**src/common/core_pkg.sv**
```systemverilog
// Core widths, opcode, ALU operation, branch and writeback-select encodings
`default_nettype none

package core_pkg;

    // ----------------------------------------
    // Widths
    // ----------------------------------------
    localparam int XLEN      = 32;
    localparam int REG_IDX_W = 5;

    // ----------------------------------------
    // Encodings
    // ----------------------------------------
    // Major opcodes of the supported RV32I subset
    typedef enum logic [6:0] {
        OPC_LUI    = 7'b0110111,
        OPC_OP_IMM = 7'b0010011,
        OPC_OP     = 7'b0110011,
        OPC_LOAD   = 7'b0000011,
        OPC_STORE  = 7'b0100011,
        OPC_BRANCH = 7'b1100011,
        OPC_JAL    = 7'b1101111
    } opcode_e;

    typedef enum logic [3:0] {
        ALU_ADD,
        ALU_SUB,
        ALU_SLL,
        ALU_SLT,
        ALU_XOR,
        ALU_SRL,
        ALU_OR,
        ALU_AND,
        ALU_PASS_B
    } alu_op_e;

    typedef enum logic [2:0] {
        BR_NONE,
        BR_EQ,
        BR_NE,
        BR_LT,
        BR_JUMP
    } br_op_e;

    typedef enum logic [1:0] {
        WB_ALU,
        WB_MEM,
        WB_PC4
    } wb_sel_e;

    // ADDI x0, x0, 0
    localparam logic [XLEN-1:0] NOP_INSN = 32'h0000_0013;

endpackage

`default_nettype wire

```
**src/logic/regfile.sv**
```systemverilog
// Register file with 31 writable registers, hardwired x0 and write-through reads
`timescale 1ns/100ps
`default_nettype none

module regfile
    import core_pkg::*;
(
    input  wire logic                 clk,
    input  wire logic                 rst_n,
    input  wire logic                 we_i,
    input  wire logic [REG_IDX_W-1:0] waddr_i,
    input  wire logic [XLEN-1:0]      wdata_i,
    input  wire logic [REG_IDX_W-1:0] raddr1_i,
    input  wire logic [REG_IDX_W-1:0] raddr2_i,
    output logic      [XLEN-1:0]      rdata1_o,
    output logic      [XLEN-1:0]      rdata2_o
);

    logic [XLEN-1:0] regs [1:2**REG_IDX_W-1];

    // x0 is never stored
    always_ff @(posedge clk) begin
        if (we_i && (waddr_i != '0)) begin
            regs[waddr_i] <= wdata_i;
        end
    end

    // Same-cycle write bypasses the array
    function automatic logic [XLEN-1:0] read_port(input logic [REG_IDX_W-1:0] addr);
        if (addr == '0) begin
            return '0;
        end
        if (we_i && (waddr_i == addr)) begin
            return wdata_i;
        end
        return regs[addr];
    endfunction

    always_comb begin
        rdata1_o = read_port(raddr1_i);
        rdata2_o = read_port(raddr2_i);
    end

    a_x0_reads_zero: assert property (@(posedge clk) disable iff (!rst_n)
        ((raddr1_i != '0) || (rdata1_o == '0)) && ((raddr2_i != '0) || (rdata2_o == '0)))
        else $error("regfile: x0 read returned nonzero");

endmodule

`default_nettype wire

```
**src/pipeline/decode_unit.sv**
```systemverilog
// Instruction decoder for the RV32I subset: register indexes, immediate, control fields
`timescale 1ns/100ps
`default_nettype none

module decode_unit
    import core_pkg::*;
(
    input  wire logic [XLEN-1:0]      insn_i,
    output logic      [REG_IDX_W-1:0] rs1_o,
    output logic      [REG_IDX_W-1:0] rs2_o,
    output logic      [REG_IDX_W-1:0] rd_o,
    output logic      [XLEN-1:0]      imm_o,
    output alu_op_e                   alu_op_o,
    output br_op_e                    br_op_o,
    output logic                      alu_src_imm_o,
    output logic                      uses_rs2_o,
    output logic                      mem_read_o,
    output logic                      mem_write_o,
    output logic                      wb_en_o,
    output wb_sel_e                   wb_sel_o
);

    logic [2:0]      funct3;
    logic [6:0]      funct7;
    logic [XLEN-1:0] imm_i_fmt;
    logic [XLEN-1:0] imm_s_fmt;
    logic [XLEN-1:0] imm_b_fmt;
    logic [XLEN-1:0] imm_u_fmt;
    logic [XLEN-1:0] imm_j_fmt;

    assign funct3 = insn_i[14:12];
    assign funct7 = insn_i[31:25];

    // Immediate formats
    assign imm_i_fmt = {{20{insn_i[31]}}, insn_i[31:20]};
    assign imm_s_fmt = {{20{insn_i[31]}}, insn_i[31:25], insn_i[11:7]};
    assign imm_b_fmt = {{19{insn_i[31]}}, insn_i[31], insn_i[7], insn_i[30:25],
                        insn_i[11:8], 1'b0};
    assign imm_u_fmt = {insn_i[31:12], 12'h000};
    assign imm_j_fmt = {{11{insn_i[31]}}, insn_i[31], insn_i[19:12], insn_i[20],
                        insn_i[30:21], 1'b0};

    always_comb begin
        rs1_o         = insn_i[19:15];
        rs2_o         = insn_i[24:20];
        rd_o          = insn_i[11:7];
        imm_o         = imm_i_fmt;
        alu_op_o      = ALU_ADD;
        br_op_o       = BR_NONE;
        alu_src_imm_o = 1'b0;
        uses_rs2_o    = 1'b0;
        mem_read_o    = 1'b0;
        mem_write_o   = 1'b0;
        wb_en_o       = 1'b0;
        wb_sel_o      = WB_ALU;
        case (insn_i[6:0])
            OPC_LUI: begin
                // No source register, avoids false load-use stalls
                rs1_o         = '0;
                imm_o         = imm_u_fmt;
                alu_op_o      = ALU_PASS_B;
                alu_src_imm_o = 1'b1;
                wb_en_o       = 1'b1;
            end
            OPC_OP_IMM: begin
                alu_src_imm_o = 1'b1;
                wb_en_o       = 1'b1;
                case (funct3)
                    3'b000:  alu_op_o = ALU_ADD;
                    3'b010:  alu_op_o = ALU_SLT;
                    3'b100:  alu_op_o = ALU_XOR;
                    3'b110:  alu_op_o = ALU_OR;
                    3'b111:  alu_op_o = ALU_AND;
                    default: wb_en_o  = 1'b0;
                endcase
            end
            OPC_OP: begin
                uses_rs2_o = 1'b1;
                wb_en_o    = 1'b1;
                case ({funct7, funct3})
                    {7'h00, 3'b000}: alu_op_o = ALU_ADD;
                    {7'h20, 3'b000}: alu_op_o = ALU_SUB;
                    {7'h00, 3'b001}: alu_op_o = ALU_SLL;
                    {7'h00, 3'b010}: alu_op_o = ALU_SLT;
                    {7'h00, 3'b100}: alu_op_o = ALU_XOR;
                    {7'h00, 3'b101}: alu_op_o = ALU_SRL;
                    {7'h00, 3'b110}: alu_op_o = ALU_OR;
                    {7'h00, 3'b111}: alu_op_o = ALU_AND;
                    default:         wb_en_o  = 1'b0;
                endcase
            end
            OPC_LOAD: begin
                alu_src_imm_o = 1'b1;
                mem_read_o    = (funct3 == 3'b010);
                wb_en_o       = (funct3 == 3'b010);
                wb_sel_o      = WB_MEM;
            end
            OPC_STORE: begin
                imm_o         = imm_s_fmt;
                alu_src_imm_o = 1'b1;
                uses_rs2_o    = 1'b1;
                mem_write_o   = (funct3 == 3'b010);
            end
            OPC_BRANCH: begin
                imm_o      = imm_b_fmt;
                uses_rs2_o = 1'b1;
                case (funct3)
                    3'b000:  br_op_o = BR_EQ;
                    3'b001:  br_op_o = BR_NE;
                    3'b100:  br_op_o = BR_LT;
                    default: br_op_o = BR_NONE;
                endcase
            end
            OPC_JAL: begin
                rs1_o    = '0;
                imm_o    = imm_j_fmt;
                br_op_o  = BR_JUMP;
                wb_en_o  = 1'b1;
                wb_sel_o = WB_PC4;
            end
            // Anything else retires as a bubble
            default: ;
        endcase
    end

endmodule

`default_nettype wire

```
**src/pipeline/exec_unit.sv**
```systemverilog
// Execute stage ALU plus branch and jump resolution
`timescale 1ns/100ps
`default_nettype none

module exec_unit
    import core_pkg::*;
(
    input  wire logic [XLEN-1:0] pc_i,
    input  wire logic [XLEN-1:0] rs1_i,
    input  wire logic [XLEN-1:0] rs2_i,
    input  wire logic [XLEN-1:0] imm_i,
    input  wire alu_op_e         alu_op_i,
    input  wire br_op_e          br_op_i,
    input  wire logic            alu_src_imm_i,
    output logic      [XLEN-1:0] result_o,
    output logic                 redirect_o,
    output logic      [XLEN-1:0] target_o
);

    logic [XLEN-1:0] op_b;

    assign op_b = alu_src_imm_i ? imm_i : rs2_i;

    always_comb begin
        case (alu_op_i)
            ALU_ADD:    result_o = rs1_i + op_b;
            ALU_SUB:    result_o = rs1_i - op_b;
            ALU_SLL:    result_o = rs1_i << op_b[4:0];
            ALU_SLT:    result_o = {{(XLEN-1){1'b0}}, $signed(rs1_i) < $signed(op_b)};
            ALU_XOR:    result_o = rs1_i ^ op_b;
            ALU_SRL:    result_o = rs1_i >> op_b[4:0];
            ALU_OR:     result_o = rs1_i | op_b;
            ALU_AND:    result_o = rs1_i & op_b;
            ALU_PASS_B: result_o = op_b;
            default:    result_o = '0;
        endcase
    end

    // ----------------------------------------
    // Branch decision
    // ----------------------------------------
    always_comb begin
        case (br_op_i)
            BR_EQ:   redirect_o = (rs1_i == rs2_i);
            BR_NE:   redirect_o = (rs1_i != rs2_i);
            BR_LT:   redirect_o = ($signed(rs1_i) < $signed(rs2_i));
            BR_JUMP: redirect_o = 1'b1;
            default: redirect_o = 1'b0;
        endcase
    end

    // Branches and JAL are both PC relative
    assign target_o = pc_i + imm_i;

endmodule

`default_nettype wire

```
**src/pipeline/hazard_unit.sv**
```systemverilog
// Operand forwarding muxes and load-use stall detection
`timescale 1ns/100ps
`default_nettype none

module hazard_unit
    import core_pkg::*;
(
    input  wire logic [REG_IDX_W-1:0] ex_rs1_i,
    input  wire logic [REG_IDX_W-1:0] ex_rs2_i,
    input  wire logic [XLEN-1:0]      ex_rs1_val_i,
    input  wire logic [XLEN-1:0]      ex_rs2_val_i,
    input  wire logic                 mem_valid_i,
    input  wire logic                 mem_wb_en_i,
    input  wire logic                 mem_is_load_i,
    input  wire logic [REG_IDX_W-1:0] mem_rd_i,
    input  wire logic [XLEN-1:0]      mem_val_i,
    input  wire logic                 wb_valid_i,
    input  wire logic [REG_IDX_W-1:0] wb_rd_i,
    input  wire logic [XLEN-1:0]      wb_val_i,
    input  wire logic                 ex_valid_i,
    input  wire logic                 ex_is_load_i,
    input  wire logic [REG_IDX_W-1:0] ex_rd_i,
    input  wire logic [REG_IDX_W-1:0] id_rs1_i,
    input  wire logic [REG_IDX_W-1:0] id_rs2_i,
    input  wire logic                 id_uses_rs2_i,
    output logic      [XLEN-1:0]      fwd_rs1_o,
    output logic      [XLEN-1:0]      fwd_rs2_o,
    output logic                      load_use_o
);

    logic mem_fwd_ok;
    logic wb_fwd_ok;

    // A load in MEM still waiting for its data has nothing to forward
    assign mem_fwd_ok = mem_valid_i && mem_wb_en_i && !mem_is_load_i && (mem_rd_i != '0);
    assign wb_fwd_ok  = wb_valid_i && (wb_rd_i != '0);

    // EX/MEM is younger, so it wins over MEM/WB
    always_comb begin
        fwd_rs1_o = ex_rs1_val_i;
        if (mem_fwd_ok && (mem_rd_i == ex_rs1_i)) begin
            fwd_rs1_o = mem_val_i;
        end else if (wb_fwd_ok && (wb_rd_i == ex_rs1_i)) begin
            fwd_rs1_o = wb_val_i;
        end
        fwd_rs2_o = ex_rs2_val_i;
        if (mem_fwd_ok && (mem_rd_i == ex_rs2_i)) begin
            fwd_rs2_o = mem_val_i;
        end else if (wb_fwd_ok && (wb_rd_i == ex_rs2_i)) begin
            fwd_rs2_o = wb_val_i;
        end
    end

    assign load_use_o = ex_valid_i && ex_is_load_i && (ex_rd_i != '0) &&
                        ((ex_rd_i == id_rs1_i) || (id_uses_rs2_i && (ex_rd_i == id_rs2_i)));

endmodule

`default_nettype wire

```
**src/pipeline/lsu.sv**
```systemverilog
// Load/store unit with one outstanding data-memory request and pipeline hold
`timescale 1ns/100ps
`default_nettype none

module lsu
    import core_pkg::*;
(
    input  wire logic            clk,
    input  wire logic            rst_n,
    input  wire logic            valid_i,
    input  wire logic            is_load_i,
    input  wire logic            is_store_i,
    input  wire logic [XLEN-1:0] addr_i,
    input  wire logic [XLEN-1:0] wdata_i,
    input  wire logic            dmem_resp_valid_i,
    input  wire logic [XLEN-1:0] dmem_resp_rdata_i,
    output logic                 dmem_req_valid_o,
    output logic                 dmem_req_write_o,
    output logic      [XLEN-1:0] dmem_req_addr_o,
    output logic      [XLEN-1:0] dmem_req_wdata_o,
    output logic                 mem_wait_o,
    output logic      [XLEN-1:0] load_data_o
);

    logic            mem_op;
    logic            pending_q;
    logic [XLEN-1:0] load_q;

    assign mem_op = valid_i && (is_load_i || is_store_i);

    // One-cycle request strobe on the first cycle of the operation
    assign dmem_req_valid_o = mem_op && !pending_q;
    assign dmem_req_write_o = is_store_i;
    assign dmem_req_addr_o  = {addr_i[XLEN-1:2], 2'b00};
    assign dmem_req_wdata_o = wdata_i;

    // Hold everything up to MEM until the response pulse
    assign mem_wait_o = mem_op && !dmem_resp_valid_i;

    always_ff @(posedge clk or negedge rst_n) begin
        if (!rst_n) begin
            pending_q <= 1'b0;
        end else if (dmem_resp_valid_i) begin
            pending_q <= 1'b0;
        end else if (dmem_req_valid_o) begin
            pending_q <= 1'b1;
        end
    end

    always_ff @(posedge clk) begin
        if (dmem_resp_valid_i && is_load_i) begin
            load_q <= dmem_resp_rdata_i;
        end
    end

    assign load_data_o = dmem_resp_valid_i ? dmem_resp_rdata_i : load_q;

    // The response comes at the earliest one cycle after the request
    a_no_req_while_pending: assert property (@(posedge clk) disable iff (!rst_n)
        dmem_req_valid_o |=> !dmem_req_valid_o)
        else $error("lsu: request issued while one is outstanding");

    a_no_resp_when_idle: assert property (@(posedge clk) disable iff (!rst_n)
        dmem_resp_valid_i |-> pending_q)
        else $error("lsu: response without outstanding request");

endmodule

`default_nettype wire

```
**src/logic/rv32_core.sv**
```systemverilog
// RV32I five-stage core top: PC, pipeline registers, stall/flush control, stage instances
`timescale 1ns/100ps
`default_nettype none

module rv32_core
    import core_pkg::*;
#(
    parameter logic [XLEN-1:0] RESET_PC = '0
) (
    input  wire logic                 clk,
    input  wire logic                 rst_n,
    output logic      [XLEN-1:0]      imem_addr_o,
    input  wire logic [XLEN-1:0]      imem_rdata_i,
    output logic                      dmem_req_valid_o,
    output logic                      dmem_req_write_o,
    output logic      [XLEN-1:0]      dmem_req_addr_o,
    output logic      [XLEN-1:0]      dmem_req_wdata_o,
    input  wire logic                 dmem_resp_valid_i,
    input  wire logic [XLEN-1:0]      dmem_resp_rdata_i,
    output logic                      wb_valid_o,
    output logic      [REG_IDX_W-1:0] wb_rd_o,
    output logic      [XLEN-1:0]      wb_data_o,
    output logic      [XLEN-1:0]      dbg_pc_o,
    output logic      [XLEN-1:0]      dbg_insn_o
);

    // ----------------------------------------
    // Stage signals
    // ----------------------------------------
    logic [XLEN-1:0]      pc_q;
    logic                 if_id_valid;
    logic [XLEN-1:0]      if_id_pc, if_id_insn;

    logic [REG_IDX_W-1:0] dec_rs1, dec_rs2, dec_rd;
    logic [XLEN-1:0]      dec_imm, rf_rdata1, rf_rdata2;
    alu_op_e              dec_alu_op;
    br_op_e               dec_br_op;
    wb_sel_e              dec_wb_sel;
    logic                 dec_alu_src_imm, dec_uses_rs2, dec_mem_read, dec_mem_write;
    logic                 dec_wb_en;

    logic                 id_ex_valid;
    logic [XLEN-1:0]      id_ex_pc, id_ex_imm, id_ex_rs1_val, id_ex_rs2_val;
    logic [REG_IDX_W-1:0] id_ex_rs1, id_ex_rs2, id_ex_rd;
    alu_op_e              id_ex_alu_op;
    br_op_e               id_ex_br_op;
    wb_sel_e              id_ex_wb_sel;
    logic                 id_ex_alu_src_imm, id_ex_mem_read, id_ex_mem_write, id_ex_wb_en;

    logic [XLEN-1:0]      fwd_rs1, fwd_rs2, alu_result, ex_target, ex_result;
    logic                 ex_redirect, redirect;

    logic                 ex_mem_valid;
    logic [XLEN-1:0]      ex_mem_result, ex_mem_rs2;
    logic [REG_IDX_W-1:0] ex_mem_rd;
    wb_sel_e              ex_mem_wb_sel;
    logic                 ex_mem_mem_read, ex_mem_mem_write, ex_mem_wb_en;

    logic                 mem_wait, load_use, mem_load_busy, fetch_adv;
    logic [XLEN-1:0]      load_data, mem_result;

    logic                 mem_wb_valid;
    logic [REG_IDX_W-1:0] mem_wb_rd;
    logic [XLEN-1:0]      mem_wb_data;

    assign redirect      = id_ex_valid && ex_redirect;
    assign fetch_adv     = !mem_wait && !redirect && !load_use;
    assign mem_load_busy = ex_mem_mem_read && mem_wait;

    // ----------------------------------------
    // Fetch and IF/ID
    // ----------------------------------------
    always_ff @(posedge clk or negedge rst_n) begin
        if (!rst_n) begin
            pc_q        <= RESET_PC;
            if_id_valid <= 1'b0;
            if_id_insn  <= NOP_INSN;
        end else if (!mem_wait && redirect) begin
            pc_q        <= ex_target;
            if_id_valid <= 1'b0;
            if_id_insn  <= NOP_INSN;
        end else if (fetch_adv) begin
            pc_q        <= pc_q + XLEN'(4);
            if_id_valid <= 1'b1;
            if_id_insn  <= imem_rdata_i;
        end
    end

    always_ff @(posedge clk) begin
        if (fetch_adv) begin
            if_id_pc <= pc_q;
        end
    end

    // ----------------------------------------
    // Decode and ID/EX
    // ----------------------------------------
    regfile regfile_inst (
        .clk(clk), .rst_n(rst_n),
        .we_i(mem_wb_valid), .waddr_i(mem_wb_rd), .wdata_i(mem_wb_data),
        .raddr1_i(dec_rs1), .raddr2_i(dec_rs2),
        .rdata1_o(rf_rdata1), .rdata2_o(rf_rdata2)
    );

    decode_unit decode_unit_inst (
        .insn_i(if_id_insn),
        .rs1_o(dec_rs1), .rs2_o(dec_rs2), .rd_o(dec_rd), .imm_o(dec_imm),
        .alu_op_o(dec_alu_op), .br_op_o(dec_br_op), .alu_src_imm_o(dec_alu_src_imm),
        .uses_rs2_o(dec_uses_rs2), .mem_read_o(dec_mem_read), .mem_write_o(dec_mem_write),
        .wb_en_o(dec_wb_en), .wb_sel_o(dec_wb_sel)
    );

    always_ff @(posedge clk or negedge rst_n) begin
        if (!rst_n) begin
            id_ex_valid <= 1'b0;
        end else if (!mem_wait) begin
            id_ex_valid <= if_id_valid && !redirect && !load_use;
        end
    end

    always_ff @(posedge clk) begin
        if (mem_wait) begin
            // Held EX operands still pick up results retiring from WB
            id_ex_rs1_val <= fwd_rs1;
            id_ex_rs2_val <= fwd_rs2;
        end else begin
            id_ex_pc          <= if_id_pc;
            id_ex_rs1         <= dec_rs1;
            id_ex_rs2         <= dec_rs2;
            id_ex_rd          <= dec_rd;
            id_ex_rs1_val     <= rf_rdata1;
            id_ex_rs2_val     <= rf_rdata2;
            id_ex_imm         <= dec_imm;
            id_ex_alu_op      <= dec_alu_op;
            id_ex_br_op       <= dec_br_op;
            id_ex_alu_src_imm <= dec_alu_src_imm;
            id_ex_mem_read    <= dec_mem_read;
            id_ex_mem_write   <= dec_mem_write;
            id_ex_wb_en       <= dec_wb_en;
            id_ex_wb_sel      <= dec_wb_sel;
        end
    end

    // ----------------------------------------
    // Execute and EX/MEM
    // ----------------------------------------
    hazard_unit hazard_unit_inst (
        .ex_rs1_i(id_ex_rs1), .ex_rs2_i(id_ex_rs2),
        .ex_rs1_val_i(id_ex_rs1_val), .ex_rs2_val_i(id_ex_rs2_val),
        .mem_valid_i(ex_mem_valid), .mem_wb_en_i(ex_mem_wb_en),
        .mem_is_load_i(mem_load_busy), .mem_rd_i(ex_mem_rd), .mem_val_i(mem_result),
        .wb_valid_i(mem_wb_valid), .wb_rd_i(mem_wb_rd), .wb_val_i(mem_wb_data),
        .ex_valid_i(id_ex_valid), .ex_is_load_i(id_ex_mem_read), .ex_rd_i(id_ex_rd),
        .id_rs1_i(dec_rs1), .id_rs2_i(dec_rs2), .id_uses_rs2_i(dec_uses_rs2),
        .fwd_rs1_o(fwd_rs1), .fwd_rs2_o(fwd_rs2), .load_use_o(load_use)
    );

    exec_unit exec_unit_inst (
        .pc_i(id_ex_pc), .rs1_i(fwd_rs1), .rs2_i(fwd_rs2), .imm_i(id_ex_imm),
        .alu_op_i(id_ex_alu_op), .br_op_i(id_ex_br_op), .alu_src_imm_i(id_ex_alu_src_imm),
        .result_o(alu_result), .redirect_o(ex_redirect), .target_o(ex_target)
    );

    // JAL link value
    assign ex_result = (id_ex_wb_sel == WB_PC4) ? id_ex_pc + XLEN'(4) : alu_result;

    always_ff @(posedge clk or negedge rst_n) begin
        if (!rst_n) begin
            ex_mem_valid <= 1'b0;
        end else if (!mem_wait) begin
            ex_mem_valid <= id_ex_valid;
        end
    end

    always_ff @(posedge clk) begin
        if (!mem_wait) begin
            ex_mem_result    <= ex_result;
            ex_mem_rs2       <= fwd_rs2;
            ex_mem_rd        <= id_ex_rd;
            ex_mem_wb_sel    <= id_ex_wb_sel;
            ex_mem_mem_read  <= id_ex_mem_read;
            ex_mem_mem_write <= id_ex_mem_write;
            ex_mem_wb_en     <= id_ex_wb_en;
        end
    end

    // ----------------------------------------
    // Memory and MEM/WB
    // ----------------------------------------
    lsu lsu_inst (
        .clk(clk), .rst_n(rst_n),
        .valid_i(ex_mem_valid), .is_load_i(ex_mem_mem_read), .is_store_i(ex_mem_mem_write),
        .addr_i(ex_mem_result), .wdata_i(ex_mem_rs2),
        .dmem_resp_valid_i(dmem_resp_valid_i), .dmem_resp_rdata_i(dmem_resp_rdata_i),
        .dmem_req_valid_o(dmem_req_valid_o), .dmem_req_write_o(dmem_req_write_o),
        .dmem_req_addr_o(dmem_req_addr_o), .dmem_req_wdata_o(dmem_req_wdata_o),
        .mem_wait_o(mem_wait), .load_data_o(load_data)
    );

    always_comb begin
        case (ex_mem_wb_sel)
            WB_MEM:  mem_result = load_data;
            default: mem_result = ex_mem_result;
        endcase
    end

    // Only writes to x1..x31 retire through the write port
    always_ff @(posedge clk or negedge rst_n) begin
        if (!rst_n) begin
            mem_wb_valid <= 1'b0;
        end else begin
            mem_wb_valid <= !mem_wait && ex_mem_valid && ex_mem_wb_en && (ex_mem_rd != '0);
        end
    end

    always_ff @(posedge clk) begin
        mem_wb_rd   <= ex_mem_rd;
        mem_wb_data <= mem_result;
    end

    assign imem_addr_o = pc_q;
    assign wb_valid_o  = mem_wb_valid;
    assign wb_rd_o     = mem_wb_rd;
    assign wb_data_o   = mem_wb_data;
    assign dbg_pc_o    = pc_q;
    assign dbg_insn_o  = if_id_insn;

endmodule

`default_nettype wire

```
**config.mk**
```make
export PLATFORM = sky130hd
export DESIGN_NAME = rv32_core
export DESIGN_NICKNAME = d
export VERILOG_FILES = /design/src/common/core_pkg.sv /design/src/logic/regfile.sv /design/src/pipeline/decode_unit.sv /design/src/pipeline/exec_unit.sv /design/src/pipeline/hazard_unit.sv /design/src/pipeline/lsu.sv /design/src/logic/rv32_core.sv
export SDC_FILE = /design/constraint.sdc
export NUM_CORES = 2
export LEC_CHECK = 0
export BUFFER_PORTS_ARGS = -buffer_cell sky130_fd_sc_hd__buf_2
export CORE_ASPECT_RATIO = 0.75
export CORE_MARGIN = 2
export CORE_UTILIZATION = 50
export DETAILED_ROUTE_END_ITERATION = 8
export PLACE_DENSITY = 0.72
export SKIP_CTS_REPAIR_TIMING = 1
export SYNTH_ARGS = -nofsm -noshare
export SYNTH_HDL_FRONTEND = slang
export SYNTH_SLANG_ARGS = --single-unit
```
**constraint.sdc**
```tcl
create_clock -name clk -period 8.7 [get_ports clk]
set_input_delay 1.74 -clock clk [delete_from_list [all_inputs] [get_ports clk]]
set_output_delay 1.74 -clock clk [all_outputs]
set_load 0.1 [all_outputs]
```
==> flow_summary.yaml <==
outcome:
  status: "finished with violations"
  violations: "max-capacitance violations, max-slew violations"
clock_network:
  cts_tree: "built"
  h-tree-depth: 4
  cts.sinks: 1392
  clockRootBuffer: "clkbuf_16"
  cts_buffers: 141
  cts_buffer_depth: 3
  clk_pin_slew_ns: 0.07
  clk_latency_ns: 0.83
yosys:
  async_reset_ff_share_pct: 4.96
  yosysTopAreaCellShare_pct: 48.1
  yosysTopAreaCell: "edfxtp_1"
  ys_types: 93
  synth_edf_count: 1222
  yosysWarningCount: 0
  synth-seq-cells: 1392
  synth_flop_cell: "edfxtp_1"
  yosysSeqAreaShare_pct: 53.1
  avgSynthCellArea_um2: 12.0
  yosys-top-cells-area: "edfxtp_1 (48%), mux4_2 (8.6%), mux2i_1 (5.8%)"
  synth.cell_area_um2: 76200
  synthCells: 6329
final_layout:
  drive_gt1_share_pct: 19.1
  most-common-layout-cells: "edfxtp_1 (1222), nand2_1 (509), mux2i_1 (438)"
  fin_util_pct: 56.1
  nFillCells: 12400
  nNetsFinal: 6702
  finalInstanceArea_um2: 85200
  final_common_cell: "edfxtp_1"
  syn_to_final_growth_pct: 11.7
  seqCellArea_um2: 40500
  multi_input_area_um2: 33200
drt:
  route.detailed.drc: 0
  via_count: 62900
  drt-initial-drc-count: 12100
  vias_per_cell: 7.31
  post_drt_wl_per_cell_um: 39.6
  drt_wl_total_mm: 341
  first_pass_iters: 9
  ant_nets: 0
timing:
  hold_viol_final: 0
  skew_ns: 0.0503
  worst_pin_slew_ns: 1.71
  finalMaxSlewViolations: 8
  setup_viol_count_final: 0
  finalCritPeriodShare_pct: 89.2
  max-slew-margin-rel_pct: -14.5
  finalCriticalPeriod_ns: 7.76
  setup_tns_ns: 0
  fin_hold_ws_ns: 0.414
  max_freq_mhz: 129
  grt_setup_unrepaired: "false"
global_route:
  grt_max_degree: 169
  grt_pass1_vias: 58800
  antenna_found_initial: 29
  grt-ovfl-total: 0
  grt.total_usage_pct: 43.0
  grt_pass1_wl_mm: 467
critical_path:
  worstPathMaxFanout: 17
  path_class: "in2reg"
  r2r_start: "ex_mem_rd[1]$_DFFE_PP_"
  critPathRequiredTime_ns: 9.23
  reg2reg_slack_ns: 1.14
  r2r_cells: 17
  crit_chain: "buf_2 > nand2b_1 > nand4_1 > buf_4 > or3_1 > buf_4 > o21ai_0 > o21ai_0 > ha_1 > nor4_1 > nand3_1 > nor2_1 > a2111oi_0 > nor4_1 > a21oi_1 > a41o_1 > a221oi_1 > a31oi_1"
  worstPathArrival_ns: 8.30
  cp-start-kind: "input port"
  cp-end-kind: "flop"
  slowest_stage: "o21ai_0"
  regToRegEndpoint: "ex_mem_result[31]$_DFFE_PP_"
  cp_slowest_stage_delay_ns: 0.92
hold_path:
  min-delay-path-class: "reg2reg"
  min_path_cells: 0
  hold_start: "if_id_pc[1]$_DFFE_PP_"
  min_to: "id_ex_pc[1]$_DFFE_PP_"
flow_run:
  cap_viol_max_count: 1
floorplanning:
  die_y_um: 342
  num_rows: 124
  dieArea_um2: 156000
  start_util_pct: 50.2
  core-area_um2: 152000
  ios: 267
  die_w_um: 455
placed_design:
  hpwl_mm: 229
  gp_congestion: 1.07
  port_buffers: 264
  placed_area_um2: 80500
-- synth_stat cells, types with 32 or more instances --
cell type  number
o22ai_1       109
o21ai_0       328
nor4_1         68
ha_1          161
buf_4          67
nand3_1       168
buf_2          36
xnor2_1        75
o221ai_1       88
a221oi_1      213
dfrtp_1        66
xor2_1         54
a21o_1         53
buf_1          75
nand2_1       514
a21oi_1       281
inv_1         167
a31oi_1       154
dfxtp_1       101
and2_1         32
a211oi_1       64
nor3_1        154
edfxtp_1     1222
clkbuf_1      377
nand4_1        41
mux2_2         81
nor2_1        394
mux4_2        290
mux2i_1       438
-- through the flow --
stage,cells,setup WS (ns)
floorplan,6330,0.324
global placement,8342,0.401
detailed placement,8343,0.472
CTS,8598,1.33
global route,8600,0.936
finish,8608,0.937
-- how the worst max path moves through the flow --
| stage | startpoint | endpoint | slack, ns | depth (start not counted) |
|---|---|---|---|---|
| final | dmem_resp_valid_i | ex_mem_result[31]$_DFFE_PP_ | 0.94 | 18 |
| after global routing | dmem_resp_valid_i | ex_mem_result[31]$_DFFE_PP_ | 0.94 | 18 |
| after CTS | dmem_resp_valid_i | ex_mem_result[13]$_DFFE_PP_ | 1.33 | 21 |
| after detailed placement | dmem_resp_valid_i | ex_mem_result[13]$_DFFE_PP_ | 0.47 | 21 |
| after global placement | dmem_resp_valid_i | ex_mem_result[13]$_DFFE_PP_ | 0.40 | 21 |
| after floorplan | dmem_resp_valid_i | ex_mem_mem_read$_DFFE_PP_ | 0.32 | 7 |
-- worst max-delay path: cells and delay by family --
kind / cells / cell delay, ns
AO/OA/AOI/OAI: 7 / 2.50
adder cells (fa/ha/maj): 1 / 0.56
buffers and inverters: 3 / 0.83
AND/OR/NAND/NOR: 7 / 2.62
-- logic make-up (layout without fill, tap and decap cells) --
kind of cell / count (synthesis) / count (layout) / share of synthesized area [%]
other: 1 / 11 / 0.00492
adder cells (fa/ha/maj): 164 / 164 / 2.72
AND/OR/NAND/NOR: 1522 / 1522 / 9.12
flip-flops: 1392 / 1392 / 53.1
multiplexers: 809 / 809 / 15.5
AO/OA/AOI/OAI: 1579 / 1579 / 14.1
XOR/XNOR: 131 / 131 / 1.52
buffers and inverters: 731 / 984 / 4.00
-- cell type report --
cell class	instances	area share [%]
Antenna cell	9	0.0264
Timing Repair Buffer	554	4.30
Inverter	175	0.793
Multi-Input combinational cell	4207	38.9
Clock buffer	174	4.42
Clock inverter	81	1.06
Sequential cell	1392	47.5
Tap cell	2016	2.96
-- flip-flops by register name, summed over array words and instances (netlist names), 3 cells and up --
name               cells
id_ex_rd               5
id_ex_rs1              5
ex_mem_rs2            32
if_id_pc              32
id_ex_imm             32
wb_rd_o                5
dbg_pc_o              32
id_ex_pc              32
regfile_inst.regs    992
id_ex_rs1_val         32
id_ex_rs2              5
id_ex_alu_op           4
ex_mem_result         32
wb_data_o             32
lsu_inst.load_q       32
id_ex_rs2_val         32
id_ex_br_op            3
ex_mem_rd              5
dbg_insn_o            32
-- layer usage --
metal / wire length [µm] / vias up / GRT usage [%] / part of all wire, %
met1: 135000 / 31400 / 62.9 / 40
met2: 133000 / 5556 / 56.2 / 39
met4: 16100 / 18 / 17.5 / 4.7
met3: 56200 / 805 / 17.2 / 17
li1: - / 25100 / - / -
met5: 116 / - / 0 / 0.034
Power is left out: the tool's default activity adds up to more than one toggle a clock period on the data nets, which glitch-free logic cannot reach.
